<file path="src/design/mmu_pkg.sv">
// MMU shared definitions
package mmu_pkg;

    // ----------------------------------------------------------
    // Default geometry
    // ----------------------------------------------------------
    localparam int PAGE_W = 10;                 // Page number bits
    localparam int OFFS_W = 10;                 // Offset within a page
    localparam int BANK_W = 2;                  // Bank select bits, four banks

    // Address and data types
    typedef logic [PAGE_W+OFFS_W-1:0] vaddr_t;  // Effective address
    typedef logic [PAGE_W+OFFS_W-1:0] paddr_t;  // Physical address
    typedef logic [PAGE_W-1:0]        page_t;   // Page number
    typedef logic [31:0]              apb_data_t;
    typedef logic [7:0]               apb_addr_t;

    // ----------------------------------------------------------
    // Register offsets
    // ----------------------------------------------------------
    localparam apb_addr_t REG_CTRL      = 8'h00; // No-paging bit, fill start/busy
    localparam apb_addr_t REG_VADDR     = 8'h04; // Effective address
    localparam apb_addr_t REG_PHYSAD    = 8'h08; // Translated address, read only
    localparam apb_addr_t REG_MAPENT    = 8'h0C; // Map entry of VADDR page
    localparam apb_addr_t REG_PHYSPG    = 8'h10; // Physical page register
    localparam apb_addr_t REG_ACCESS    = 8'h14; // Used and dirty of PHYSPG page
    localparam apb_addr_t REG_REPRIO    = 8'h18; // Reprioritize bit of PHYSPG page
    localparam apb_addr_t REG_TRANSLATE = 8'h1C; // Load PHYSPG from translation

    // APB slave sequence
    typedef enum logic [1:0] {
        IDLE,                                   // Waiting for setup
        WAIT,                                   // First access cycle
        RESP                                    // Ready high, transfer completes
    } apb_state_e;

endpackage

</file>
<file path="src/design/page_bank.sv">
// Page map and attribute bank
`timescale 1ns/1ps

module page_bank #(
    parameter int PAGE_W = mmu_pkg::PAGE_W,
    parameter int BANK_W = mmu_pkg::BANK_W
) (
    input  logic                     clk,
    input  logic [PAGE_W-BANK_W-1:0] i_map_addr,
    input  logic [PAGE_W-BANK_W-1:0] i_attr_addr,
    input  logic                     i_map_we,
    input  logic                     i_attr_we,   // Used bit write
    input  logic                     i_dirty_we,
    input  logic                     i_reprio_we,
    input  mmu_pkg::page_t           i_map_wdata,
    input  logic                     i_used_wdata,
    input  logic                     i_dirty_wdata,
    input  logic                     i_reprio_wdata,
    output mmu_pkg::page_t           o_map_entry,
    output logic                     o_used,
    output logic                     o_dirty,
    output logic                     o_reprio
);

    localparam int DEPTH = 2 ** (PAGE_W - BANK_W); // Pages held by this bank

    mmu_pkg::page_t map_mem    [DEPTH];         // Virtual to physical page
    logic           used_mem   [DEPTH];         // Page referenced
    logic           dirty_mem  [DEPTH];         // Page modified
    logic           reprio_mem [DEPTH];         // Reprioritize request

    // ----------------------------------------------------------
    // Map port
    // ----------------------------------------------------------
    always_ff @(posedge clk) begin
        if (i_map_we)
            map_mem[i_map_addr] <= i_map_wdata;
        o_map_entry <= map_mem[i_map_addr];     // Registered read
    end

    // ----------------------------------------------------------
    // Attribute port
    // ----------------------------------------------------------
    always_ff @(posedge clk) begin
        if (i_attr_we)
            used_mem[i_attr_addr] <= i_used_wdata;
        if (i_dirty_we)
            dirty_mem[i_attr_addr] <= i_dirty_wdata;
        if (i_reprio_we)
            reprio_mem[i_attr_addr] <= i_reprio_wdata;
        o_used   <= used_mem[i_attr_addr];
        o_dirty  <= dirty_mem[i_attr_addr];
        o_reprio <= reprio_mem[i_attr_addr];
    end

endmodule

</file>
<file path="config.mk">
export PLATFORM = sky130hd
export DESIGN_NAME = page_bank
export DESIGN_NICKNAME = d
export VERILOG_FILES = /design/src/design/mmu_pkg.sv /design/src/design/page_bank.sv
export SDC_FILE = /design/constraint.sdc
export NUM_CORES = 2
export LEC_CHECK = 0
export ABC_AREA = 1
export BUFFER_PORTS_ARGS = -buffer_cell sky130_fd_sc_hd__buf_4
export CORE_ASPECT_RATIO = 0.75
export CORE_MARGIN = 1.5
export CORE_UTILIZATION = 63
export DETAILED_ROUTE_END_ITERATION = 10
export PLACE_DENSITY_LB_ADDON = 0.12
export SYNTH_ARGS = -nofsm -noshare
export SYNTH_HDL_FRONTEND = slang
export SYNTH_SLANG_ARGS = --single-unit
</file>
<file path="constraint.sdc">
create_clock -name clk -period 3.15 [get_ports clk]
set_input_delay 0.1575 -clock clk [delete_from_list [all_inputs] [get_ports clk]]
set_output_delay 0.1575 -clock clk [all_outputs]
set_load 0.01 [all_outputs]
</file>
==> impl_summary.txt <==
----------------------------------------------------
[Status]
  Run status ... finished, final reports clean

[Worst setup path]
  Setup slack of the worst register-to-register path ... 0.68 ns
  Worst setup SP type ... primary input
  Critical Setup Path Class ... primary input to flop
  Data arrival time of the critical path ... 3.23 ns
  Highest fanout seen on the critical path ... 16
  Endpoint type of the worst setup path ... flop
  Startpoint of the worst-slack reg-to-reg timing path ... map_mem[1][7]
  Worst setup startpoint ... i_map_addr[6]
  CP required ... 3.65 ns
  R2R cell count ... 12
  Termination of the worst setup path ... map_mem[141][5]
  Worst r2r dst ... o_map_entry[7]

[Clocking]
  CTS max path bufs ... 4
  Number of setup buffers added after CTS ... 0
  Hold-fix buffer count after cts ... 22
  Clock buffers created by TritonCTS ... 317
  Clock tree from TritonCTS ... done
  Clk Tree Root Cell ... clkbuf_16
  Latest clock arrival within the worst-skew pair ... 0.88 ns
  Clock-pin slew on the worst setup and hold paths ... 0.06 ns
  Number of gates resized after cts ... 0
  H-tree depth reported by CTS ... 5
  Clock net sink count ... ~3300

[Finish]
  Fill cell total of the finished layout ... 15910
  Fin nets ... around 14000
  Commonest non-fill, non-tap cell in the layout ... nand2_1
  Share of cells above drive strength 1 ... 8.037%
  Most used cells in the layout excluding fill and tap cells ... 7760 x nand2_1, 3328 x edfxtp_1, 1158 x nor2_1
  Synthesis-to-layout area growth ... 11.97%

[Logic synthesis]
  Number of different library cells in the post-synthesis netlist ... 22
  Instance count of the mapped netlist ... 13890
  Sequential-to-total area share from yosys stat ... 70.87%
  Average footprint of a synthesized cell ... 10.18 µm²
  Register bit count reported by yosys ... about 3300
  Total standard cell area after synthesis ... 141400 µm²
  Syn nets ... 13920
  Number of synthesis warnings ... 0

[Pwr]
  Leakage ... 0.06366 µW
  Worst VDD drop ... between 0.5 and 0.6 mV
  Power Dens Cells ... approximately 580 nW/µm²

[Route]
  Via Count ... 101500
  Count of antenna-violating nets left after detailed routing ... 0
  Avg Vias per Cell ... 5.856
  DRC violations left ... 0
  Number of search-and-repair iterations in the first detailed-routing pass ... 7
  First DRT Iteration DRCs ... 15090
  DR WL/cell ... 22.71 µm
  Final wirelength ... about 390000 µm

[Placement]
  Detailed-placement wirelength estimate ... 235800 µm
  Number of buffer cells added on primary ports ... 46
  Final estimated routing congestion in global placement ... approximately 0.94
  Worst setup slack before clock tree synthesis ... -0.1516 ns

[Floorplan]
  Total number of placement rows ... 150
  Core box area ... ~220000 µm²
  Height of the die ... 413.2 µm
  Horizontal extent of the die ... 550.0 µm
  Total die area ... 227300 µm²
  Top-Level Pins ... 47
  Initial Util ... about 63%

[STA]
  Worst setup slack after layout ... 0.4130 ns
  Worst-Margin Slew ... 1.385 ns
  Clock period minus final worst setup slack ... 2.737 ns
  RSZ-0062 raised after global routing ... no
  Worst Skew ... between 0.03 and 0.04 ns
  Number of setup violations in the final report ... 0
  Final clock period utilization by the worst path ... 86.89%
  Count of endpoints failing hold in the final timing report ... 0
  Total negative slack ... 0 ns
  Fmax achieved ... 365.4 MHz
  Max-slew violation total from the final report ... 0
  Max transition margin ... 7.302%

[Global routing]
  Wire length of the first global-routing pass ... 589000 µm
  Maximum number of pins on one net before global-route repair ... 129
  Number of antenna violations at the first check in global routing ... 22
  Vias in the first global route ... roughly 97000
  Overflow left after global routing ... 0
  Total Routing Usage GR ... 34.59%

[Min path]
  Worst hold-check path type ... primary input to flop

[Run]
  Maximum capacitance violations ... 0

----------------------------------------------------
through the flow:
stage          total power [µW]  util [%]  instance area (µm²)  hold WS, ns  cells
6_report                  92150     71.00               158300      0.05117  17330
5_1_grt                   94360     70.99               158300      0.04338  17330
4_1_cts                   92270     70.99               158300     0.006856  17320
3_5_place_dp              55770     66.50               148300       0.5870  16740
3_3_place_gp              55690     66.50               148300       0.5911  16740
2_1_floorplan             52920         -               141400       0.2564  13890
kinds of logic (layout without fill, tap and decap cells):
family	after synthesis	count (layout)	share of synthesized area [%]
flip-flops	3341	3341	70.87
AO/OA/AOI/OAI	288	288	1.020
other	0	5	0
AND/OR/NAND/NOR	9428	9428	25.53
buffers and inverters	828	1302	2.574
worst min-delay path by stage:
stage / start / endpoint / slack [ns] / cells after the start
floorplan: i_dirty_wdata / dirty_mem[0] / 0.26 / 0
global placement: o_map_entry[9] / o_map_entry[9] / 0.59 / 1
detailed placement: o_map_entry[9] / o_map_entry[9] / 0.59 / 1
CTS: i_map_addr[4] / map_mem[173][0] / 0.007 / 4
global route: i_map_addr[4] / map_mem[173][0] / 0.04 / 4
finish: i_map_addr[4] / map_mem[173][0] / 0.05 / 4
cell usage after synthesis (all sizes together):
cell type | number | area share, %
a21oi | 40 | 0.14
buf | 416 | 1.5
clkbuf | 372 | 0.99
clkinv | 3 | 0.0080
dfxtp | 13 | 0.18
edfxtp | 3328 | 71
inv | 37 | 0.098
nand2 | 7761 | 21
nand3 | 409 | 1.4
nand4 | 54 | 0.24
nor2 | 1184 | 3.2
nor3 | 19 | 0.067
o21ai | 248 | 0.88
or2 | 1 | 0.0044
routing by layer:
metal  GRT usage [%]  share of wire (%)  vias up
li1                -                  -    45980
met1           52.10                 40    48480
met4           9.572                2.8       10
met5          0.4414              0.044        -
met3           8.097                 13      720
met2           50.78                 44     6291
power by group:
part / leakage (µW) / switching (µW) / internal, µW
combinational: 0.0289 / 4550 / 1410
sequential: 0.0300 / 57.4 / 49000
clock: 0.00478 / 16300 / 20800
flip-flops by register name (all words and copies together), names as in the netlist:
name	count
dirty_mem	256
map_mem	2560
o_dirty	1
o_map_entry	10
o_reprio	1
o_used	1
reprio_mem	256
used_mem	256
worst max-delay path, stage by stage:
cell,delay (ns)
dlygate4sd3_1,0.54
buf_4,0.16
inv_1,0.07
nand2_1,0.43
inv_1,0.44
nand2_1,0.30
buf_4,0.31
nor2_1,0.81
final cells by class:
type | instances | area, µm² | area share, %
flip-flops and latches | 3341 | 100200 | 63.30
repair buffers | 705 | 6661 | 4.208
clock inverters | 148 | 1224 | 0.7730
clock buffers | 409 | 8574 | 5.417
diodes | 5 | 12.51 | 0.007904
well taps | 2964 | 3709 | 2.343
multi-input cells | 9716 | 37700 | 23.82
inverters | 40 | 217.7 | 0.1375
No activity file was read; power rests on OpenSTA's default activity.
