### src/design/mmu_pkg.sv
// MMU shared definitions
package mmu_pkg;

    // ----------------------------------------------------------
    // Default geometry
    // ----------------------------------------------------------
    localparam int PAGE_W = 10;                 // Page number bits
    localparam int OFFS_W = 10;                 // Offset within a page
    localparam int BANK_W = 2;                  // Bank select bits, four banks

    // Address and data types
    typedef logic [PAGE_W+OFFS_W-1:0] vaddr_t;  // Effective address
    typedef logic [PAGE_W+OFFS_W-1:0] paddr_t;  // Physical address
    typedef logic [PAGE_W-1:0]        page_t;   // Page number
    typedef logic [31:0]              apb_data_t;
    typedef logic [7:0]               apb_addr_t;

    // ----------------------------------------------------------
    // Register offsets
    // ----------------------------------------------------------
    localparam apb_addr_t REG_CTRL      = 8'h00; // No-paging bit, fill start/busy
    localparam apb_addr_t REG_VADDR     = 8'h04; // Effective address
    localparam apb_addr_t REG_PHYSAD    = 8'h08; // Translated address, read only
    localparam apb_addr_t REG_MAPENT    = 8'h0C; // Map entry of VADDR page
    localparam apb_addr_t REG_PHYSPG    = 8'h10; // Physical page register
    localparam apb_addr_t REG_ACCESS    = 8'h14; // Used and dirty of PHYSPG page
    localparam apb_addr_t REG_REPRIO    = 8'h18; // Reprioritize bit of PHYSPG page
    localparam apb_addr_t REG_TRANSLATE = 8'h1C; // Load PHYSPG from translation

    // APB slave sequence
    typedef enum logic [1:0] {
        IDLE,                                   // Waiting for setup
        WAIT,                                   // First access cycle
        RESP                                    // Ready high, transfer completes
    } apb_state_e;

endpackage

### src/design/page_dispatch.sv
// Page bank dispatcher and fill sequencer
`timescale 1ns/1ps

module page_dispatch #(
    parameter int PAGE_W = mmu_pkg::PAGE_W,
    parameter int BANK_W = mmu_pkg::BANK_W
) (
    input  logic                                   clk,
    input  logic                                   reset,
    input  mmu_pkg::page_t                         i_vaddr_page,
    input  mmu_pkg::page_t                         i_physpg,
    input  mmu_pkg::page_t                         i_xlat_page,
    input  logic                                   i_wr_map,
    input  logic                                   i_wr_access,
    input  logic                                   i_wr_reprio,
    input  logic                                   i_translate,
    input  logic                                   i_fill_start,
    input  mmu_pkg::apb_data_t                     i_wdata,
    output logic [2**BANK_W-1:0][PAGE_W-BANK_W-1:0] o_map_addr,
    output logic [2**BANK_W-1:0][PAGE_W-BANK_W-1:0] o_attr_addr,
    output logic [2**BANK_W-1:0]                   o_map_we,
    output logic [2**BANK_W-1:0]                   o_attr_we,   // Used bit write
    output logic [2**BANK_W-1:0]                   o_dirty_we,
    output logic [2**BANK_W-1:0]                   o_reprio_we,
    output mmu_pkg::page_t                         o_map_wdata,
    output logic                                   o_used_wdata,
    output logic                                   o_dirty_wdata,
    output logic                                   o_reprio_wdata,
    output logic                                   o_fill_busy,
    output mmu_pkg::page_t                         o_attr_page
);

    localparam int NB = 2 ** BANK_W;

    mmu_pkg::page_t    fill_cnt;                // Page being filled
    logic [BANK_W-1:0] map_bank;
    logic [BANK_W-1:0] attr_bank;

    // ----------------------------------------------------------
    // Reprioritize fill, PHYSPG up to the last page
    // ----------------------------------------------------------
    always_ff @(posedge clk) begin
        if (reset) begin
            o_fill_busy <= 1'b0;
        end else if (o_fill_busy) begin
            if (fill_cnt == mmu_pkg::page_t'(2 ** PAGE_W - 1))
                o_fill_busy <= 1'b0;            // Last page written
        end else if (i_fill_start) begin
            o_fill_busy <= 1'b1;
        end
    end

    always_ff @(posedge clk) begin
        if (o_fill_busy)
            fill_cnt <= fill_cnt + 1'b1;        // One page per cycle
        else if (i_fill_start)
            fill_cnt <= i_physpg;
    end

    // Attribute port page, fill first
    assign o_attr_page = o_fill_busy ? fill_cnt :
                         i_translate ? i_xlat_page : i_physpg;

    assign map_bank  = i_vaddr_page[BANK_W-1:0]; // Low bits pick the bank
    assign attr_bank = o_attr_page[BANK_W-1:0];

    // ----------------------------------------------------------
    // Per-bank addresses and enables
    // ----------------------------------------------------------
    always_comb begin
        for (int b = 0; b < NB; b++) begin
            o_map_addr[b]  = i_vaddr_page[PAGE_W-1:BANK_W];
            o_attr_addr[b] = o_attr_page[PAGE_W-1:BANK_W];
            o_map_we[b]    = i_wr_map && (map_bank == BANK_W'(b));
            o_attr_we[b]   = (i_wr_access || i_translate) && (attr_bank == BANK_W'(b));
            o_dirty_we[b]  = i_wr_access && (attr_bank == BANK_W'(b)); // Kept on translate
            o_reprio_we[b] = (o_fill_busy || i_wr_reprio) && (attr_bank == BANK_W'(b));
        end
    end

    assign o_map_wdata    = i_wdata[PAGE_W-1:0];
    assign o_used_wdata   = i_translate || i_wdata[1]; // Translate marks used
    assign o_dirty_wdata  = i_wdata[2];
    assign o_reprio_wdata = o_fill_busy || i_wdata[0]; // Fill writes ones

endmodule

### config.mk
export PLATFORM = sky130hd
export DESIGN_NAME = page_dispatch
export DESIGN_NICKNAME = d
export VERILOG_FILES = /design/src/design/mmu_pkg.sv /design/src/design/page_dispatch.sv
export SDC_FILE = /design/constraint.sdc
export NUM_CORES = 1
export LEC_CHECK = 0
export BUFFER_PORTS_ARGS = -buffer_cell sky130_fd_sc_hd__buf_4
export CAP_MARGIN = 10
export CORE_ASPECT_RATIO = 1.4
export CORE_UTILIZATION = 31
export CTS_CLUSTER_DIAMETER = 200
export DETAILED_ROUTE_END_ITERATION = 8
export PLACE_DENSITY = 0.78
export SETUP_SLACK_MARGIN = 0.05
export SYNTH_ARGS = -nofsm -noshare
export SYNTH_HDL_FRONTEND = slang
export SYNTH_SLANG_ARGS = --single-unit
### constraint.sdc
create_clock -name clk -period 1.58 [get_ports clk]
set_input_delay 0.316 -clock clk [delete_from_list [all_inputs] [get_ports clk]]
set_output_delay 0.316 -clock clk [all_outputs]
set_load 0.02 [all_outputs]
==> flow_summary_export.csv <==
group,metric,value,unit
synth,yosysTopAreaCellShare,0.376,
finish,n_antenna_cell,0,
pwr,powerDensity,752,nW/um^2
worst_setup_path,cp-end-kind,"primary output",
worst_setup_path,slowest_stage,"dfxtp_4",
synth,ys_seq_area_frac,0.214,
clock_tree,root_buffer,"clkbuf_8",
pwr,p_leak,0.00109,uW
global_route,grt_pass1_vias,1394,
timing,hold_violations,0,
drt,drc,0,
timing,clock_skew,0.00199,ns
clock_tree,cts_tree,"built",
timing,setup_slack,-0.117,ns
drt,first_pass_iters,4,
floorplanning,initial_core_util,0.328,
timing,min_period,1.70,ns
pwr,vdd_ir_drop_max,392,uV
floorplanning,num_rows,29,
global_route,overflow,0,
timing,max-slew-margin-rel,0.733,
synth,syn-cell-area,1500,um^2
clock_tree,clkSlewWorstSetupHoldPaths,0.05,ns
clock_tree,cts_hold_buf,0,
synth,postSynthCellCount,191,
clock_tree,htree_levels,1,
worst_setup_path,start_kind,"flip-flop",
floorplanning,fp.dieH,84.3,um
floorplanning,fp.dieArea,5120,um^2
synth,synth_area_per_cell,7.85,um^2
synth,synth-main-ff-cell,"edfxtp_1",
drt,vias,1406,
synth,synth_warnings,0,
worst_setup_path,crit_buf_inv,3,
synth,synth_fp_nets,261,
min_path,hold_class,"in -> reg",
outcome,status,"complete, but fails checks",
drt,routed_via_density,4.75,
worst_setup_path,path_class,"reg -> out",
place,routabilityCongestion,0.866,
worst_setup_path,critical_path.top_delay_family,"buffers and inverters",
drt,drt-total-wl,4610,um
job,max-cap-violations,0,
global_route,grt_pass1_wl,6620,um
clock_tree,numCtsBuffers,3,
floorplanning,die_x,60.8,um
finish,nets,305,
synth,ys_top_cells_by_area,"buf_4 38%, edfxtp_1 20%, mux2i_1 6.0%",
place,place_hpwl,3400,um
drt,antenna_left,0,
outcome,violations,"negative setup slack",
timing,drv_slew,0,
worst_setup_path,cp_cell_sequence,"buf_6 -> o21ai_4 -> inv_4 -> nor3_2 -> buf_4",
worst_setup_path,crit_fanout,7,
synth,synth-edff-count,10,
finish,drive_gt1_frac,0.709,
drt,drt_iter0_markers,47,
worst_setup_path,critPathMaxStageDelay,0.37,ns
synth,netlist-cell-type-count,32,
timing,setup_violations,52,
worst_setup_path,required,1.26,ns
drt,wl_per_cell,15.6,um
clock_tree,insertion_delay,0.24,ns
global_route,grt_max_degree,17,
clock_tree,clk_path_buf_depth,2,
finish,final_cells,296,
global_route,grt_usage,0.174,
timing,rsz0062_at_grt,"true",
timing,post-route-period-util,1.07,
global_route,antenna_found_initial,0,
place,port_buffers,93,
finish,post-route-util,0.537,
synth,async_flop_share,0,
synth,synth_top_area_cell,"buf_4",
floorplanning,ios,173,
worst_setup_path,arrival,1.38,ns
finish,area_growth,63.8,%
timing,fmax,589,MHz
place,post-place-cells,280,
clock_tree,cts.sinks,11,
floorplanning,core,4570,um^2
synth,synth-seq-cells,11,
timing,tightest_slew,0.400,ns
## kinds of logic (layout without fill, tap and decap cells)
logic type / after synthesis / after routing / share of synthesized area
and+or+nand+nor: 55 / 55 / 0.191
buffers and inverters: 86 / 129 / 0.404
adders and majority gates: 1 / 1 / 0.00835
DFF: 11 / 11 / 0.214
muxes: 11 / 11 / 0.0751
AOI/OAI and AO/OA: 24 / 24 / 0.0902
xor gates and xnor gates: 3 / 3 / 0.0175
## worst reg2reg max path, cell delays in order (launching register included)
cell	delay [ns]
edfxtp_1	0.42
buf_6	0.14
buf_6	0.11
ha_4	0.16
buf_4	0.13
buf_6	0.11
xnor2_2	0.15
a21oi_1	0.08
## registers in the layout (all words and copies together) (netlist names)
| signal | flops |
|---|---|
| fill_cnt | 10 |
| o_fill_busy | 1 |
## through the flow
step / TNS, ns / setup WS [ns] / hold slack [ns] / cell area [um^2] / power [uW]
after floorplan: -2.16 / -0.288 / 0.388 / 1660 / 1180
after global placement: -1.45 / -0.200 / 0.473 / 1940 / 1290
after detailed placement: -1.83 / -0.212 / 0.475 / 1940 / 1310
after CTS: -2.50 / -0.123 / 0.221 / 2330 / 1770
after global routing: -4.25 / -0.166 / 0.232 / 2450 / 1930
final: -1.99 / -0.117 / 0.219 / 2450 / 1850
## cell type report
| class | count | area (um^2) |
|---|---|---|
| repair buffers | 119 | 1150 |
| clock buffers | 4 | 45.0 |
| multi-input cells | 94 | 827 |
| well taps | 62 | 77.6 |
| flip-flops and latches | 11 | 324 |
| fillers | 424 | 2120 |
| inverters | 6 | 27.5 |
## what timing repair did
item,in CTS,in global routing
gates cloned,2,0
pin swaps,11,12
buffers inserted,8,4
gates resized for setup,61,31
endpoints found under the setup margin,55,56
## synthesized netlist by cell type (all sizes together), types with 2 or more instances
master  instances
mux2i           9
or3             4
a31oi           5
xor2            2
or2             2
edfxtp         10
nand3           6
nor2           12
buf            77
clkbuf          3
inv             6
o21ai          14
nor3           13
a21oi           3
mux2            2
nand2          11
## path summary, 6_finish.rpt
kind,slack (ns),start,endpoint,cells past startpoint
max,-0.12,o_fill_busy,o_reprio_we[2],5
min,0.22,reset,o_fill_busy,2
max reg2reg,0.03,fill_cnt[0],fill_cnt[2],7
min reg2reg,0.66,o_fill_busy,fill_cnt[0],2
## cells in the final DEF (no fill, tap or decap), types with 2 or more instances in the layout
master and instances:
o21ai_0 5, a21oi_1 3, or3_4 3, buf_6 54, a31oi_1 4, nand3_1 5
o21ai_4 9, edfxtp_1 10, inv_1 4, buf_4 61, nand2_1 9, mux2i_1 9
nor3_4 3, xor2_1 2, buf_12 2, nor3_2 9, clkbuf_8 3, nand2_2 2
inv_4 2, nor2_2 2, nor2_1 10
## where the power goes
| part | internal [uW] | switching [uW] |
|---|---|---|
| clock network | 178 | 114 |
| logic | 575 | 587 |
| registers | 359 | 33.9 |
## layer usage
metal | track usage | wire (um)
met4 | 0.0620 | 83
met2 | 0.325 | 2520
met1 | 0.170 | 1420
met5 | 0 | 0
met3 | 0.0555 | 585
No activity file was read; power rests on OpenSTA's default activity.
