## config.mk

```make
export PLATFORM = sky130hd
export DESIGN_NAME = mmu_apb_regs
export DESIGN_NICKNAME = d
export VERILOG_FILES = /design/src/design/mmu_pkg.sv /design/src/design/mmu_apb_regs.sv
export SDC_FILE = /design/constraint.sdc
export NUM_CORES = 1
export LEC_CHECK = 0
export ABC_AREA = 1
export BUFFER_PORTS_ARGS = -buffer_cell sky130_fd_sc_hd__buf_4
export CAP_MARGIN = 20
export CORE_MARGIN = 5
export CORE_UTILIZATION = 45
export DETAILED_ROUTE_END_ITERATION = 10
export PLACE_DENSITY = 0.9
export SLEW_MARGIN = 5
export SYNTH_ARGS = -nofsm -noshare
export SYNTH_HDL_FRONTEND = slang
export SYNTH_SLANG_ARGS = --single-unit
```

## constraint.sdc

```tcl
create_clock -name clk -period 5 [get_ports clk]
set_clock_uncertainty 0.2 [all_clocks]
set_input_delay 1 -clock clk [delete_from_list [all_inputs] [get_ports clk]]
set_output_delay 1 -clock clk [all_outputs]
set_load 0.01 [all_outputs]
```

## src/design/mmu_pkg.sv

```systemverilog
// MMU shared definitions
package mmu_pkg;

    // ----------------------------------------------------------
    // Default geometry
    // ----------------------------------------------------------
    localparam int PAGE_W = 10;                 // Page number bits
    localparam int OFFS_W = 10;                 // Offset within a page
    localparam int BANK_W = 2;                  // Bank select bits, four banks

    // Address and data types
    typedef logic [PAGE_W+OFFS_W-1:0] vaddr_t;  // Effective address
    typedef logic [PAGE_W+OFFS_W-1:0] paddr_t;  // Physical address
    typedef logic [PAGE_W-1:0]        page_t;   // Page number
    typedef logic [31:0]              apb_data_t;
    typedef logic [7:0]               apb_addr_t;

    // ----------------------------------------------------------
    // Register offsets
    // ----------------------------------------------------------
    localparam apb_addr_t REG_CTRL      = 8'h00; // No-paging bit, fill start/busy
    localparam apb_addr_t REG_VADDR     = 8'h04; // Effective address
    localparam apb_addr_t REG_PHYSAD    = 8'h08; // Translated address, read only
    localparam apb_addr_t REG_MAPENT    = 8'h0C; // Map entry of VADDR page
    localparam apb_addr_t REG_PHYSPG    = 8'h10; // Physical page register
    localparam apb_addr_t REG_ACCESS    = 8'h14; // Used and dirty of PHYSPG page
    localparam apb_addr_t REG_REPRIO    = 8'h18; // Reprioritize bit of PHYSPG page
    localparam apb_addr_t REG_TRANSLATE = 8'h1C; // Load PHYSPG from translation

    // APB slave sequence
    typedef enum logic [1:0] {
        IDLE,                                   // Waiting for setup
        WAIT,                                   // First access cycle
        RESP                                    // Ready high, transfer completes
    } apb_state_e;

endpackage

```

## src/design/mmu_apb_regs.sv

```systemverilog
// MMU APB register block
`timescale 1ns/1ps

module mmu_apb_regs #(
    parameter int PAGE_W = mmu_pkg::PAGE_W,
    parameter int OFFS_W = mmu_pkg::OFFS_W
) (
    input  logic               clk,
    input  logic               reset,
    input  logic               i_psel,
    input  logic               i_penable,
    input  logic               i_pwrite,
    input  mmu_pkg::apb_addr_t i_paddr,
    input  mmu_pkg::apb_data_t i_pwdata,
    input  mmu_pkg::page_t     i_map_entry,  // Map entry of VADDR page
    input  mmu_pkg::page_t     i_xlat_page,  // Translated page
    input  mmu_pkg::paddr_t    i_physad,     // Translated address
    input  logic               i_used,
    input  logic               i_dirty,
    input  logic               i_reprio,
    input  logic               i_fill_busy,
    output mmu_pkg::apb_data_t o_prdata,
    output logic               o_pready,
    output logic               o_pslverr,
    output logic               o_no_paging,
    output mmu_pkg::vaddr_t    o_vaddr,
    output mmu_pkg::page_t     o_vaddr_page,
    output mmu_pkg::page_t     o_physpg,
    output logic               o_wr_map,
    output logic               o_wr_access,
    output logic               o_wr_reprio,
    output logic               o_translate,
    output logic               o_fill_start,
    output mmu_pkg::apb_data_t o_wdata
);

    mmu_pkg::apb_state_e state;
    mmu_pkg::apb_data_t  rdata;                 // Read mux
    logic                known;                 // Offset maps to a register
    logic                blocked;               // Register locked by fill
    logic                err;
    logic                wr_ok;                 // Write commits at this edge

    // ----------------------------------------------------------
    // Transfer sequencing, one wait state
    // ----------------------------------------------------------
    always_ff @(posedge clk) begin
        if (reset) begin
            state <= mmu_pkg::IDLE;
        end else begin
            case (state)
                mmu_pkg::IDLE: begin
                    if (i_psel && !i_penable)   // Setup phase seen
                        state <= mmu_pkg::WAIT;
                end
                mmu_pkg::WAIT: state <= mmu_pkg::RESP;
                default:       state <= mmu_pkg::IDLE;
            endcase
        end
    end

    // ----------------------------------------------------------
    // Offset decode and read data
    // ----------------------------------------------------------
    always_comb begin
        known = 1'b1;
        rdata = '0;
        case (i_paddr)
            mmu_pkg::REG_CTRL:      rdata = {30'd0, i_fill_busy, o_no_paging};
            mmu_pkg::REG_VADDR:     rdata = 32'(o_vaddr);
            mmu_pkg::REG_PHYSAD:    rdata = 32'(i_physad);
            mmu_pkg::REG_MAPENT:    rdata = 32'(i_map_entry);
            mmu_pkg::REG_PHYSPG:    rdata = 32'(o_physpg);
            mmu_pkg::REG_ACCESS:    rdata = {29'd0, i_dirty, i_used, 1'b0};
            mmu_pkg::REG_REPRIO:    rdata = {31'd0, i_reprio};
            mmu_pkg::REG_TRANSLATE: rdata = '0;  // Write-only command
            default:                known = 1'b0;
        endcase
    end

    assign blocked = i_fill_busy && (i_paddr == mmu_pkg::REG_ACCESS ||
                                     i_paddr == mmu_pkg::REG_REPRIO ||
                                     i_paddr == mmu_pkg::REG_TRANSLATE);
    assign err     = !known || blocked;

    assign o_pready  = (state == mmu_pkg::RESP);
    assign o_pslverr = o_pready && err;
    assign o_prdata  = (o_pready && !err && !i_pwrite) ? rdata : '0;

    // Command pulses in the completing cycle
    assign wr_ok        = o_pready && i_pwrite && !err;
    assign o_wr_map     = wr_ok && (i_paddr == mmu_pkg::REG_MAPENT);
    assign o_wr_access  = wr_ok && (i_paddr == mmu_pkg::REG_ACCESS);
    assign o_wr_reprio  = wr_ok && (i_paddr == mmu_pkg::REG_REPRIO);
    assign o_translate  = wr_ok && (i_paddr == mmu_pkg::REG_TRANSLATE);
    assign o_fill_start = wr_ok && (i_paddr == mmu_pkg::REG_CTRL) && i_pwdata[1];
    assign o_wdata      = i_pwdata;

    // ----------------------------------------------------------
    // Control and address registers
    // ----------------------------------------------------------
    always_ff @(posedge clk) begin
        if (reset) begin
            o_no_paging <= 1'b0;
            o_vaddr     <= '0;
            o_physpg    <= '0;
        end else if (wr_ok) begin
            case (i_paddr)
                mmu_pkg::REG_CTRL:      o_no_paging <= i_pwdata[0];
                mmu_pkg::REG_VADDR:     o_vaddr     <= i_pwdata[PAGE_W+OFFS_W-1:0];
                mmu_pkg::REG_PHYSPG:    o_physpg    <= i_pwdata[PAGE_W-1:0];
                mmu_pkg::REG_TRANSLATE: o_physpg    <= i_xlat_page; // Page of VADDR
                default: ;
            endcase
        end
    end

    assign o_vaddr_page = o_vaddr[OFFS_W +: PAGE_W]; // Virtual page number

endmodule

```

==> impl_metrics.py <==
metrics = {
    "cts": {
        "cts_tree": "yes",
        "path_clk_slew_ps": 60,
        "ctsHtreeMaxLevel": 2,
        "cts_sinks": 33,
        "post_cts_resized": 0,
        "cts_buffers": 5,
        "clkLatencyLatePin_ps": 270,
        "cts_root_buf": "clkbuf_8",
        "hold_buffers": 0,
        "cts_setup_buffers": 0,
        "cts.path.max_buffers": 2,
    },
    "worst_setup_path": {
        "cp.required_ps": 3800,
        "arrival_ps": 2820,
        "max_stage_delay_ps": 410,
        "cp_slowest_cell": "nor2_2",
        "reg2reg_slack_ps": 2560,
        "cp_max_fo": 13,
        "cp_cell_sequence": "buf_4 > nor2_4 > nand3_1 > nor2_2 > nor2_1 > nand3_1 > nand3_2 > nor2_2 > nor2b_1 > buf_4",
        "crit_path_start_kind": "input port",
        "setup.worst_path.class": "input port to primary output",
        "cp_top_family": "simple AND/OR/NAND/NOR gates",
        "end_kind": "primary output",
        "path_buf_inv": 2,
    },
    "sta": {
        "rsz0062_at_grt": "false",
        "setup_slack_ps": 976,
        "maxSlewViolCount": 0,
        "post-route-period-util_pct": 80.5,
        "worstMarginPinSlew_ps": 1040,
        "fmax_ghz": 0.249,
        "fin_crit_ps": 4020,
        "setup_viol": 0,
        "tns_ps": 0,
        "relSlewSlack_pct": 30.7,
        "hold_violations": 0,
    },
    "cells_and_area": {
        "drive_gt1_share_pct": 38.6,
        "n_antenna_cell": 0,
        "seqCellArea_um2": 661,
        "multi_input_area_um2": 1430,
        "syn2layout_area_growth_pct": 34.5,
        "fill_cells": 529,
        "fin_nets": 631,
        "post-route-util_pct": 62.3,
    },
    "global_route": {
        "grt_pass1_wl_um": 13400,
        "grt.busiest_layer": "met2",
        "grt_pass1_vias": 2934,
        "met2_usage_pct": 39.6,
        "met3_usage_pct": 4.05,
        "grt_use_met1_pct": 24.6,
        "grt_start_max_net_pins": 41,
        "grt-ovfl-total": 0,
        "antenna_found_initial": 0,
        "grtUsageTotal_pct": 22.0,
    },
    "pwr": {
        "p_sw_mw": 0.137,
        "ir_drop_mv": 0.115,
        "p_int_mw": 0.410,
        "p_leak_nw": 1.93,
        "clockPowerShare_pct": 33.7,
        "seqPwrFrac_pct": 48.2,
        "p_per_area_nw_per_um2": 148,
        "p_comb_share_pct": 18.1,
        "p_sw_share_pct": 25.1,
    },
    "flow_run": {
        "maxCapViolations": 0,
    },
    "routing": {
        "routed_wirelength_um": 9080,
        "vias_per_cell": 4.90,
        "first_pass_iters": 4,
        "drt_iter0_drc": 130,
        "ant_nets": 0,
        "vias": 3020,
        "drc": 0,
        "post_drt_wl_per_cell_um": 14.7,
    },
    "die": {
        "die_h_um": 88.1,
        "die_w_um": 88.1,
        "start_util_pct": 46.3,
        "die_area_um2": 7750,
        "num_io_pins": 201,
        "num_rows": 28,
        "coreArea_um2": 5920,
    },
    "outcome": {
        "status": "completed",
    },
    "logic_synthesis": {
        "synth_top_area_share_pct": 24.1,
        "yosysWarningCount": 0,
        "ys_types": 34,
        "ys_ff_latch": 33,
        "synthesis.area_um2": 2740,
        "synth.area.top_cells": "dfxtp_1, buf_4, nand2_1",
        "yosysTopAreaCell": "dfxtp_1",
        "netlist_instances": 428,
        "seq_area_frac_synth_pct": 24.1,
        "syn_area_per_cell_um2": 6.41,
    },
    "placement": {
        "post-dp-hpwl_um": 7140,
        "pre_cts_ws_ps": 979,
        "gp_congestion": 0.945,
        "portBuffers": 164,
    },
    "worst_hold_path": {
        "hold_class": "register to register",
    },
}
cell usage in the layout, fill, tap and decap left out:
master	count
buf_4	166
nand2_1	102
nor2_1	82
inv_1	44
dfxtp_1	33
o21ai_0	22
conb_1	12
nor3b_2	8
mux2_2	8
nor2_2	7
a211oi_1	7
nor2b_1	7
nor3_1	6
nand3_1	5
clkbuf_8	5
nand2_2	4
inv_2	3
nor2_4	2
nor3b_1	2
a21oi_1	2
nand4_1	2
mux2_1	2
o2bb2ai_2	1
o2bb2ai_1	1
nand2_4	1
o2111ai_2	1
nand3_2	1
clkinv_1	1
and2_1	1
nand4_4	1
nor4_1	1
clkinv_2	1
stage by stage:
stage                     hold WS (ps)  total power [mW]  cell area (µm²)  std cells
final                              249             0.547             3690        616
after global routing               260             0.575             3690        616
after CTS                          242             0.552             3690        616
after detailed placement           228             0.368             3610        610
after global placement             205             0.366             3610        610
after floorplan                    196             0.327             2780        439
final cells by class:
class,instances,area share (%)
multi-input cells,288,38.9
repair buffers,166,33.8
flip-flops and latches,33,17.9
inverters,48,4.89
well taps,75,2.54
clock buffers,5,1.87
clock inverters,1,0.136
power by group through the flow:
| stage | sequential, mW | clock (mW) | combinational [mW] |
|---|---|---|---|
| after floorplan | 0.270 | 0 | 0.0574 |
| after global placement | 0.270 | 0 | 0.0960 |
| after detailed placement | 0.270 | 0 | 0.0984 |
| after CTS | 0.264 | 0.189 | 0.0989 |
| after global routing | 0.264 | 0.205 | 0.106 |
| final | 0.264 | 0.184 | 0.0991 |
final timing paths:
check	to	start	depth (start not counted)
worst max-delay path	o_prdata[5]	i_paddr[1]	10
worst min register to register	state[0]$_SDFFE_PP0P_	state[1]$_SDFFE_PP0P_	1
worst max register to register	o_physpg[8]$_SDFFE_PP0P_	state[1]$_SDFFE_PP0P_	7
worst min-delay path	state[0]$_SDFFE_PP0P_	state[1]$_SDFFE_PP0P_	1
Yosys cell counts:
cell and n:
nor3_1 6, o2111ai_2 1, nand3_1 5, nor3b_1 2, a21oi_1 2, nor2b_1 7
buf_4 55, nor4_1 1, nand2_4 1, o2bb2ai_1 1, mux2_1 2, and2_1 1
nand2_2 4, inv_2 3, buf_2 7, inv_1 44, nand3_2 1, o2bb2ai_2 1
buf_6 4, conb_1 1, a211oi_1 7, dfxtp_1 33, o21ai_0 22, nor2_1 82
nor2_2 7, nor2_4 2, clkbuf_2 1, clkbuf_1 3, nand4_1 2, nor3b_2 8
clkinv_1 1, nand4_4 1, mux2_2 8, nand2_1 102
sequential cells by signal, summed over array words and instances (netlist names):
register     count
state            2
o_physpg        10
o_vaddr         20
o_no_paging      1
layer usage:
metal  share of wire [%]  vias up
met5                   0        -
li1                    -     1468
met2                  49      174
met3                  10       32
met1                  37     1346
met4                 3.6        0
cells by family after synthesis:
kind of cell / share of synthesized area (%)
other cells: 0.137
simple gates: 38.8
buf+inv: 25.1
flops: 24.1
compound gates: 7.71
mux: 4.11
No activity file was read; power rests on OpenSTA's default activity.
