--- src/design/mmu_pkg.sv ---
// MMU shared definitions
package mmu_pkg;

    // ----------------------------------------------------------
    // Default geometry
    // ----------------------------------------------------------
    localparam int PAGE_W = 10;                 // Page number bits
    localparam int OFFS_W = 10;                 // Offset within a page
    localparam int BANK_W = 2;                  // Bank select bits, four banks

    // Address and data types
    typedef logic [PAGE_W+OFFS_W-1:0] vaddr_t;  // Effective address
    typedef logic [PAGE_W+OFFS_W-1:0] paddr_t;  // Physical address
    typedef logic [PAGE_W-1:0]        page_t;   // Page number
    typedef logic [31:0]              apb_data_t;
    typedef logic [7:0]               apb_addr_t;

    // ----------------------------------------------------------
    // Register offsets
    // ----------------------------------------------------------
    localparam apb_addr_t REG_CTRL      = 8'h00; // No-paging bit, fill start/busy
    localparam apb_addr_t REG_VADDR     = 8'h04; // Effective address
    localparam apb_addr_t REG_PHYSAD    = 8'h08; // Translated address, read only
    localparam apb_addr_t REG_MAPENT    = 8'h0C; // Map entry of VADDR page
    localparam apb_addr_t REG_PHYSPG    = 8'h10; // Physical page register
    localparam apb_addr_t REG_ACCESS    = 8'h14; // Used and dirty of PHYSPG page
    localparam apb_addr_t REG_REPRIO    = 8'h18; // Reprioritize bit of PHYSPG page
    localparam apb_addr_t REG_TRANSLATE = 8'h1C; // Load PHYSPG from translation

    // APB slave sequence
    typedef enum logic [1:0] {
        IDLE,                                   // Waiting for setup
        WAIT,                                   // First access cycle
        RESP                                    // Ready high, transfer completes
    } apb_state_e;

endpackage

--- src/design/page_collect.sv ---
// Page bank collector and address assembly
`timescale 1ns/1ps

module page_collect #(
    parameter int PAGE_W = mmu_pkg::PAGE_W,
    parameter int OFFS_W = mmu_pkg::OFFS_W,
    parameter int BANK_W = mmu_pkg::BANK_W
) (
    input  logic                                clk,
    input  mmu_pkg::vaddr_t                     i_vaddr,
    input  mmu_pkg::page_t                      i_attr_page,
    input  logic                                i_no_paging,
    input  mmu_pkg::page_t [2**BANK_W-1:0]      i_bank_map,
    input  logic           [2**BANK_W-1:0]      i_bank_used,
    input  logic           [2**BANK_W-1:0]      i_bank_dirty,
    input  logic           [2**BANK_W-1:0]      i_bank_reprio,
    output mmu_pkg::page_t                      o_map_entry,
    output mmu_pkg::page_t                      o_xlat_page,
    output mmu_pkg::paddr_t                     o_physad,
    output logic                                o_used,
    output logic                                o_dirty,
    output logic                                o_reprio
);

    logic [BANK_W-1:0] map_bank_q;              // Bank of VADDR page, read aligned
    logic [BANK_W-1:0] attr_bank_q;             // Bank of attribute page
    mmu_pkg::page_t    vpage;

    always_ff @(posedge clk) begin
        map_bank_q  <= i_vaddr[OFFS_W +: BANK_W];
        attr_bank_q <= i_attr_page[BANK_W-1:0];
    end

    assign vpage       = i_vaddr[OFFS_W +: PAGE_W];
    assign o_map_entry = i_bank_map[map_bank_q];
    assign o_xlat_page = i_no_paging ? vpage : o_map_entry; // Bypass when paging off
    assign o_physad    = {o_xlat_page, i_vaddr[OFFS_W-1:0]}; // Offset passes through

    assign o_used   = i_bank_used[attr_bank_q];
    assign o_dirty  = i_bank_dirty[attr_bank_q];
    assign o_reprio = i_bank_reprio[attr_bank_q];

endmodule

--- config.mk ---
export PLATFORM = sky130hd
export DESIGN_NAME = page_collect
export DESIGN_NICKNAME = d
export VERILOG_FILES = /design/src/design/mmu_pkg.sv /design/src/design/page_collect.sv
export SDC_FILE = /design/constraint.sdc
export NUM_CORES = 1
export LEC_CHECK = 0
export BUFFER_PORTS_ARGS = -buffer_cell sky130_fd_sc_hd__buf_2
export CELL_PAD_IN_SITES_DETAIL_PLACEMENT = 0
export CELL_PAD_IN_SITES_GLOBAL_PLACEMENT = 1
export CORE_ASPECT_RATIO = 0.8
export CORE_MARGIN = 2
export CORE_UTILIZATION = 21
export CTS_BUF_LIST = sky130_fd_sc_hd__clkbuf_2 sky130_fd_sc_hd__clkbuf_4 sky130_fd_sc_hd__clkbuf_8
export DETAILED_ROUTE_END_ITERATION = 8
export HOLD_SLACK_MARGIN = 0.03
export PLACE_DENSITY = 0.88
export SLEW_MARGIN = 20
export SYNTH_ARGS = -nofsm -noshare
export SYNTH_HDL_FRONTEND = slang
export SYNTH_SLANG_ARGS = --single-unit
export TNS_END_PERCENT = 30
--- constraint.sdc ---
create_clock -name clk -period 3.5 [get_ports clk]
set_clock_uncertainty 0.15 [all_clocks]
set_input_delay 0.175 -clock clk [delete_from_list [all_inputs] [get_ports clk]]
set_output_delay 0.175 -clock clk [all_outputs]
set_load 0.01 [all_outputs]
==> results of run 1 <==
-- area by class of cell --
class | instances | area share, %
flip-flops and latches | 4 | 5.80
clock buffers | 3 | 2.99
inverters | 10 | 2.72
repair buffers | 104 | 39.5
multi-input cells | 55 | 43.8
well taps | 57 | 5.16
-- state kept, by name, summed over array words and instances (netlist names) --
name,cells
map_bank_q,2
attr_bank_q,2
-- stage by stage --
stage,cells,hold WS [ns],setup slack (ns)
2_1_floorplan,95,0.0527,1.94
6_report,233,0.200,1.23
5_1_grt,233,0.200,1.09
3_5_place_dp,226,0.132,1.43
4_1_cts,233,0.200,1.20
3_3_place_gp,226,0.128,1.44
-- where the power goes --
part	internal (mW)	switching (mW)
clock	0.0732	0.0221
combinational	0.106	0.0779
sequential	0.0485	0.00449
-- layer usage --
metal  global-route usage, %  vias up  routed length, µm
li1                        -      485                  -
met1                    13.2      444               1210
met2                    21.4       46               1480
met3                    1.45        2                174
met4                    4.02        0                 22
met5                       0        -                  0
-- critical path, stage by stage (launching register included) --
cell	delay, ns
sky130_fd_sc_hd__dfxtp_1	0.63
sky130_fd_sc_hd__buf_4	0.36
sky130_fd_sc_hd__mux2_4	0.33
sky130_fd_sc_hd__mux2_2	0.26
sky130_fd_sc_hd__buf_2	0.14
-- cells by family (layout without fill, tap and decap cells) --
logic type      after synthesis  count (layout)  share of synthesized area [%]
mux                          33              33                           52.6
buf+inv                      36             117                           24.9
compound gates               20              20                           12.3
simple gates                  2               2                           1.37
flops                         4               4                           8.77
-- cells in the final DEF (no fill, tap or decap) --
cell / n
sky130_fd_sc_hd__mux4_2: 3
sky130_fd_sc_hd__buf_2: 98
sky130_fd_sc_hd__o22ai_1: 10
sky130_fd_sc_hd__dfxtp_1: 4
sky130_fd_sc_hd__buf_4: 2
sky130_fd_sc_hd__nand2b_1: 1
sky130_fd_sc_hd__dlygate4sd3_1: 4
sky130_fd_sc_hd__a21oi_1: 10
sky130_fd_sc_hd__mux2_4: 20
sky130_fd_sc_hd__mux2_2: 10
sky130_fd_sc_hd__inv_1: 10
sky130_fd_sc_hd__clkbuf_8: 3
sky130_fd_sc_hd__or2_2: 1
-- repair_timing --
action | in CTS | in global routing
hold buffers | 4 | 0
endpoints found under the hold margin | 4 | 0
buffers inserted | 0 | 0
gates resized for setup | 0 | 0
-- worst min path at each step --
stage,startpoint,to,slack (ns),cells after the start
finish,i_vaddr[4],o_physad[4],0.20,0
global route,i_vaddr[9],o_physad[9],0.20,0
CTS,i_vaddr[1],o_physad[1],0.20,0
detailed placement,i_attr_page[0],attr_bank_q[0],0.13,1
global placement,i_attr_page[1],attr_bank_q[1],0.13,1
floorplan,i_attr_page[0],attr_bank_q[0],0.05,0
==> run_summary.xml, run 1 <==
<?xml version="1.0" encoding="UTF-8"?>
<metrics>
  <group name="outcome">
    <metric name="status" unit="">finished clean</metric>
  </group>
  <group name="cells_and_area">
    <metric name="postLayoutCoreUtil" unit="%">33.1</metric>
    <metric name="area_growth" unit="%">51.2</metric>
    <metric name="final_layout_size_suffix_gt1_share" unit="%">77.8</metric>
    <metric name="area.sequential" unit="µm²">80.1</metric>
    <metric name="fill_cells" unit="">445</metric>
    <metric name="multi_input_area" unit="µm²">606</metric>
    <metric name="antennaDiodeCount" unit="">0</metric>
    <metric name="finalNetCount" unit="">262</metric>
    <metric name="layout.cell_area.non_filler" unit="µm²">1380</metric>
  </group>
  <group name="job">
    <metric name="max_cap_viol_count" unit="">0</metric>
  </group>
  <group name="worst_setup_path">
    <metric name="critical_path_required" unit="ns">3.17</metric>
    <metric name="crit_type" unit="">reg2out</metric>
    <metric name="worst_ep_arrival_time" unit="ns">1.94</metric>
    <metric name="cp-end-kind" unit="">output pin</metric>
    <metric name="critPathCapture" unit="">o_map_entry[2]</metric>
    <metric name="worst-path-max-fanout" unit="">12</metric>
    <metric name="worstSetupStartpointType" unit="">flip-flop</metric>
    <metric name="worst_setup_path_startpoint" unit="">map_bank_q[1]</metric>
  </group>
  <group name="worst_hold_path">
    <metric name="kind_of_path_behind_the_tightest_hold_check" unit="">in2out</metric>
  </group>
  <group name="clock_tree">
    <metric name="cts.htree.levels" unit="">1</metric>
    <metric name="cts_sinks" unit="">4</metric>
    <metric name="clockBufferDepth" unit="">2</metric>
    <metric name="cts_made_buffers" unit="">3</metric>
    <metric name="tritoncts" unit="">done</metric>
    <metric name="ctsRootBufferMaster" unit="">sky130_fd_sc_hd__clkbuf_8</metric>
    <metric name="clk_pin_slew" unit="ns">0.03</metric>
  </group>
  <group name="route">
    <metric name="drt_pre_antenna_iters" unit="">4</metric>
    <metric name="dr_total_vias" unit="">977</metric>
    <metric name="postRouteAntennaNets" unit="">0</metric>
    <metric name="drt-wirelength-per-cell" unit="µm">12.4</metric>
    <metric name="drt_drc_violations_left" unit="">0</metric>
    <metric name="totalWireLength" unit="µm">2890</metric>
    <metric name="drt_first_iter_violations" unit="">9</metric>
    <metric name="vias_per_cell" unit="">4.19</metric>
  </group>
  <group name="timing">
    <metric name="final_hold_violation_count" unit="">0</metric>
    <metric name="timing.max_slew.rel_slack" unit="%">65.5</metric>
    <metric name="period_minus_slack" unit="ns">2.27</metric>
    <metric name="final.setup.tns" unit="ns">0</metric>
    <metric name="layout_worst_path_cycle_share" unit="%">64.8</metric>
    <metric name="slew_viols_final" unit="">0</metric>
    <metric name="timing_worst_slew_pin_value" unit="ns">0.517</metric>
    <metric name="rsz0062_at_grt" unit="">no</metric>
    <metric name="setup_viol" unit="">0</metric>
    <metric name="max_freq" unit="GHz">0.441</metric>
  </group>
  <group name="global_routing">
    <metric name="grt_first_pass_wirelength" unit="µm">4460</metric>
    <metric name="total_routing_resource_utilization_after_global_routing" unit="%">11.5</metric>
    <metric name="vias_in_the_first_global_route" unit="">976</metric>
    <metric name="grt_overflow_total" unit="">0</metric>
    <metric name="grt_antenna_before_repair" unit="">0</metric>
    <metric name="grt_max_degree" unit="">13</metric>
  </group>
  <group name="synthesis">
    <metric name="yosys-top-cells-count" unit="">sky130_fd_sc_hd__buf_4 (20), sky130_fd_sc_hd__mux2_4 (20)</metric>
    <metric name="synth_cell_type_count" unit="">13</metric>
    <metric name="yosys_register_bits" unit="">4</metric>
    <metric name="netlist_area" unit="µm²">913</metric>
    <metric name="synth_seq_area_share" unit="%">8.77</metric>
    <metric name="post_synth_inst_count" unit="">95</metric>
    <metric name="ys_top_cells_by_area" unit="">sky130_fd_sc_hd__mux2_4 (33%), sky130_fd_sc_hd__buf_4 (16%), sky130_fd_sc_hd__mux2_2 (12%), sky130_fd_sc_hd__dfxtp_1 (8.8%), sky130_fd_sc_hd__mux4_2 (7.4%)</metric>
    <metric name="asyncSetResetFlopFracSynth" unit="%">0</metric>
    <metric name="synth_area_per_cell" unit="µm²">9.61</metric>
    <metric name="post-synth-top-area-cell" unit="">sky130_fd_sc_hd__mux2_4</metric>
    <metric name="main_synth_ff_type" unit="">sky130_fd_sc_hd__dfxtp_1</metric>
    <metric name="syn-num-nets" unit="">179</metric>
    <metric name="yosysWarningCount" unit="">0</metric>
    <metric name="synth_largest_type_area_fraction" unit="%">32.9</metric>
    <metric name="synth_edf_count" unit="">0</metric>
  </group>
  <group name="power">
    <metric name="total_leakage_power" unit="nW">0.770</metric>
    <metric name="power_density" unit="nW/µm²">240</metric>
    <metric name="fin_total_pwr" unit="mW">0.332</metric>
    <metric name="vdd_ir_drop_max" unit="µV">95.9</metric>
  </group>
  <group name="placement">
    <metric name="detailed_place_hpwl" unit="µm">2220</metric>
    <metric name="numPortBuffers" unit="">98</metric>
    <metric name="routability_congestion_estimate_from_global_placement" unit="">0.692</metric>
    <metric name="dpl_cell_area" unit="µm²">1300</metric>
  </group>
  <group name="floorplan">
    <metric name="core_area" unit="µm²">4180</metric>
    <metric name="die-height" unit="µm">63.0</metric>
    <metric name="std_cell_rows" unit="">21</metric>
    <metric name="die_area" unit="µm²">4900</metric>
    <metric name="start_util" unit="%">21.9</metric>
    <metric name="overall_die_width" unit="µm">77.7</metric>
    <metric name="io_pins" unit="">127</metric>
  </group>
</metrics>
(Power assumes the default switching activity.)
==> inputs of run 2 (changes only) <==
--- a/config.mk
+++ b/config.mk
@@ -10,11 +10,11 @@
 export CELL_PAD_IN_SITES_GLOBAL_PLACEMENT = 1
 export CORE_ASPECT_RATIO = 0.8
 export CORE_MARGIN = 2
-export CORE_UTILIZATION = 21
+export CORE_UTILIZATION = 19
 export CTS_BUF_LIST = sky130_fd_sc_hd__clkbuf_2 sky130_fd_sc_hd__clkbuf_4 sky130_fd_sc_hd__clkbuf_8
 export DETAILED_ROUTE_END_ITERATION = 8
 export HOLD_SLACK_MARGIN = 0.03
-export PLACE_DENSITY = 0.88
+export PLACE_DENSITY = 0.81
 export SLEW_MARGIN = 20
 export SYNTH_ARGS = -nofsm -noshare
 export SYNTH_HDL_FRONTEND = slang
==> constraint.sdc (replaced) <==
create_clock -name clk -period 2.2 [get_ports clk]
set_clock_uncertainty 0.15 [all_clocks]
set_input_delay 0.11 -clock clk [delete_from_list [all_inputs] [get_ports clk]]
set_output_delay 0.11 -clock clk [all_outputs]
set_load 0.01 [all_outputs]
==> run 2 against run 1 <==
Effect of this change: sequential share of layout area hardly changed; wire length increased by 3.9%; global-route usage fell by 0.94 points; worst setup slack lost 0.85 ns; critical path type unchanged; critical endpoint is now o_physad[10].
==> run_summary.xml, run 2 (synthesis gave the netlist of run 1 again) <==
<?xml version="1.0" encoding="UTF-8"?>
<metrics>
  <group name="outcome">
    <metric name="status" unit="">finished clean</metric>
  </group>
  <group name="floorplan">
    <metric name="core_area" unit="µm²">4600</metric>
    <metric name="std_cell_rows" unit="">22</metric>
    <metric name="overall_die_width" unit="µm">81.5</metric>
    <metric name="io_pins" unit="">127</metric>
    <metric name="die-height" unit="µm">66.0</metric>
    <metric name="start_util" unit="%">19.9</metric>
    <metric name="die_area" unit="µm²">5380</metric>
  </group>
  <group name="clock_tree">
    <metric name="cts_made_buffers" unit="">3</metric>
    <metric name="cts.htree.levels" unit="">1</metric>
    <metric name="clockBufferDepth" unit="">2</metric>
    <metric name="tritoncts" unit="">done</metric>
    <metric name="clk_pin_slew" unit="ns">0.03</metric>
    <metric name="ctsRootBufferMaster" unit="">sky130_fd_sc_hd__clkbuf_8</metric>
    <metric name="cts_setup_buffers" unit="">0</metric>
    <metric name="cts_sinks" unit="">4</metric>
  </group>
  <group name="global_routing">
    <metric name="global_route.usage.met1" unit="%">12.5</metric>
    <metric name="groute.layer.met3.usage" unit="%">0.273</metric>
    <metric name="grt_overflow_total" unit="">0</metric>
    <metric name="global_route_met2_usage" unit="%">20.3</metric>
    <metric name="grt_max_degree" unit="">15</metric>
    <metric name="vias_in_the_first_global_route" unit="">996</metric>
    <metric name="global_route.peak_usage_layer" unit="">met2</metric>
    <metric name="grt_antenna_before_repair" unit="">0</metric>
    <metric name="total_routing_resource_utilization_after_global_routing" unit="%">10.5</metric>
    <metric name="grt_first_pass_wirelength" unit="µm">4410</metric>
  </group>
  <group name="cells_and_area">
    <metric name="postLayoutCoreUtil" unit="%">30.3</metric>
    <metric name="layout.cells.most_common_list" unit="">sky130_fd_sc_hd__buf_2 (98), sky130_fd_sc_hd__mux2_4 (20)</metric>
    <metric name="antennaDiodeCount" unit="">0</metric>
    <metric name="finalNetCount" unit="">263</metric>
    <metric name="layout_commonest_cell" unit="">sky130_fd_sc_hd__buf_2</metric>
    <metric name="fill_cells" unit="">506</metric>
    <metric name="final_layout_size_suffix_gt1_share" unit="%">78.0</metric>
    <metric name="layout.cells.non_filler" unit="">237</metric>
    <metric name="area_growth" unit="%">52.5</metric>
    <metric name="top_regs" unit="">attr_bank_q x2, map_bank_q x2</metric>
    <metric name="area.sequential" unit="µm²">80.1</metric>
    <metric name="multi_input_area" unit="µm²">606</metric>
  </group>
  <group name="timing">
    <metric name="finalHoldWorstSlack" unit="ns">0.0700</metric>
    <metric name="rsz0062_at_grt" unit="">no</metric>
    <metric name="final.setup.tns" unit="ns">0</metric>
    <metric name="layout_worst_path_cycle_share" unit="%">82.6</metric>
    <metric name="timing.max_slew.rel_slack" unit="%">68.5</metric>
    <metric name="slew_viols_final" unit="">0</metric>
    <metric name="final_hold_violation_count" unit="">0</metric>
    <metric name="max_freq" unit="GHz">0.550</metric>
    <metric name="timing_worst_slew_pin_value" unit="ns">0.473</metric>
    <metric name="period_minus_slack" unit="ns">1.82</metric>
    <metric name="setup_viol" unit="">0</metric>
  </group>
  <group name="worst_setup_path">
    <metric name="crit_type" unit="">reg2out</metric>
    <metric name="worst_ep_arrival_time" unit="ns">1.56</metric>
    <metric name="cp-end-kind" unit="">output pin</metric>
    <metric name="worst-path-max-fanout" unit="">14</metric>
    <metric name="worstSetupStartpointType" unit="">flip-flop</metric>
    <metric name="critical_path_required" unit="ns">1.94</metric>
  </group>
  <group name="route">
    <metric name="postRouteAntennaNets" unit="">0</metric>
    <metric name="vias_per_cell" unit="">4.12</metric>
    <metric name="drt_pre_antenna_iters" unit="">2</metric>
    <metric name="drt_drc_violations_left" unit="">0</metric>
    <metric name="drt_first_iter_violations" unit="">1</metric>
    <metric name="drt-wirelength-per-cell" unit="µm">12.7</metric>
    <metric name="totalWireLength" unit="µm">3000</metric>
    <metric name="dr_total_vias" unit="">976</metric>
  </group>
  <group name="power">
    <metric name="vdd_ir_drop_max" unit="µV">167</metric>
    <metric name="total_leakage_power" unit="nW">0.775</metric>
    <metric name="power_density" unit="nW/µm²">380</metric>
    <metric name="fin_total_pwr" unit="mW">0.529</metric>
  </group>
  <group name="placement">
    <metric name="routability_congestion_estimate_from_global_placement" unit="">0.643</metric>
    <metric name="numPortBuffers" unit="">98</metric>
    <metric name="post-place-cells" unit="">230</metric>
    <metric name="detailed_place_hpwl" unit="µm">2490</metric>
  </group>
  <group name="worst_hold_path">
    <metric name="instance_count_along_the_most_critical_hold_path" unit="">0</metric>
    <metric name="kind_of_path_behind_the_tightest_hold_check" unit="">in2out</metric>
  </group>
  <group name="job">
    <metric name="max_cap_viol_count" unit="">0</metric>
  </group>
</metrics>
==> run 2: cell count changes in the layout (fill, tap and decap cells not counted) <==
cell and change:
sky130_fd_sc_hd__buf_4 +1
==> run 2: report_power, final <==
group	internal, mW	switching (mW)
Clock	0.116	0.0343
Sequential	0.0771	0.00539
Combinational	0.169	0.126
Total	0.363	0.166
==> run 2: area by class of cell <==
cell class,count,share of cell area [%]
inverters,10,2.70
repair buffers,105,39.7
multi-input cells,55,43.5
well taps,60,5.39
clock buffers,3,2.96
flip-flops and latches,4,5.75
==> run 2: path summary, 6_finish.rpt <==
check | from | to | slack [ns]
setup / recovery | map_bank_q[1] | o_physad[10] | 0.38
hold / removal | i_vaddr[8] | o_physad[8] | 0.07
==> run 2: routing by layer <==
metal | part of all wire, % | wire [µm]
met5 | 0 | 0
met4 | 0.13 | 4
met3 | 6.7 | 201
met2 | 53 | 1580
met1 | 41 | 1220
==> run 2: what timing repair did <==
| item | CTS | global route |
|---|---|---|
| endpoints found under the hold margin | 4 | 0 |
| resized for setup | 0 | 0 |
| hold buffers | 4 | 0 |
==> run 2: per-stage QoR <==
stage	setup slack, ns	area [µm²]
6_report	0.383	1390
4_1_cts	0.359	1390
3_3_place_gp	0.583	1310
5_1_grt	0.284	1390
2_1_floorplan	0.708	913
3_5_place_dp	0.581	1310
==> run 2: critical path, stage by stage (launching register included) <==
cell                      delay, ns
sky130_fd_sc_hd__dfxtp_1       0.32
sky130_fd_sc_hd__buf_4         0.28
sky130_fd_sc_hd__mux2_4        0.34
sky130_fd_sc_hd__o22ai_1       0.16
sky130_fd_sc_hd__a21oi_1       0.09
sky130_fd_sc_hd__buf_2         0.16
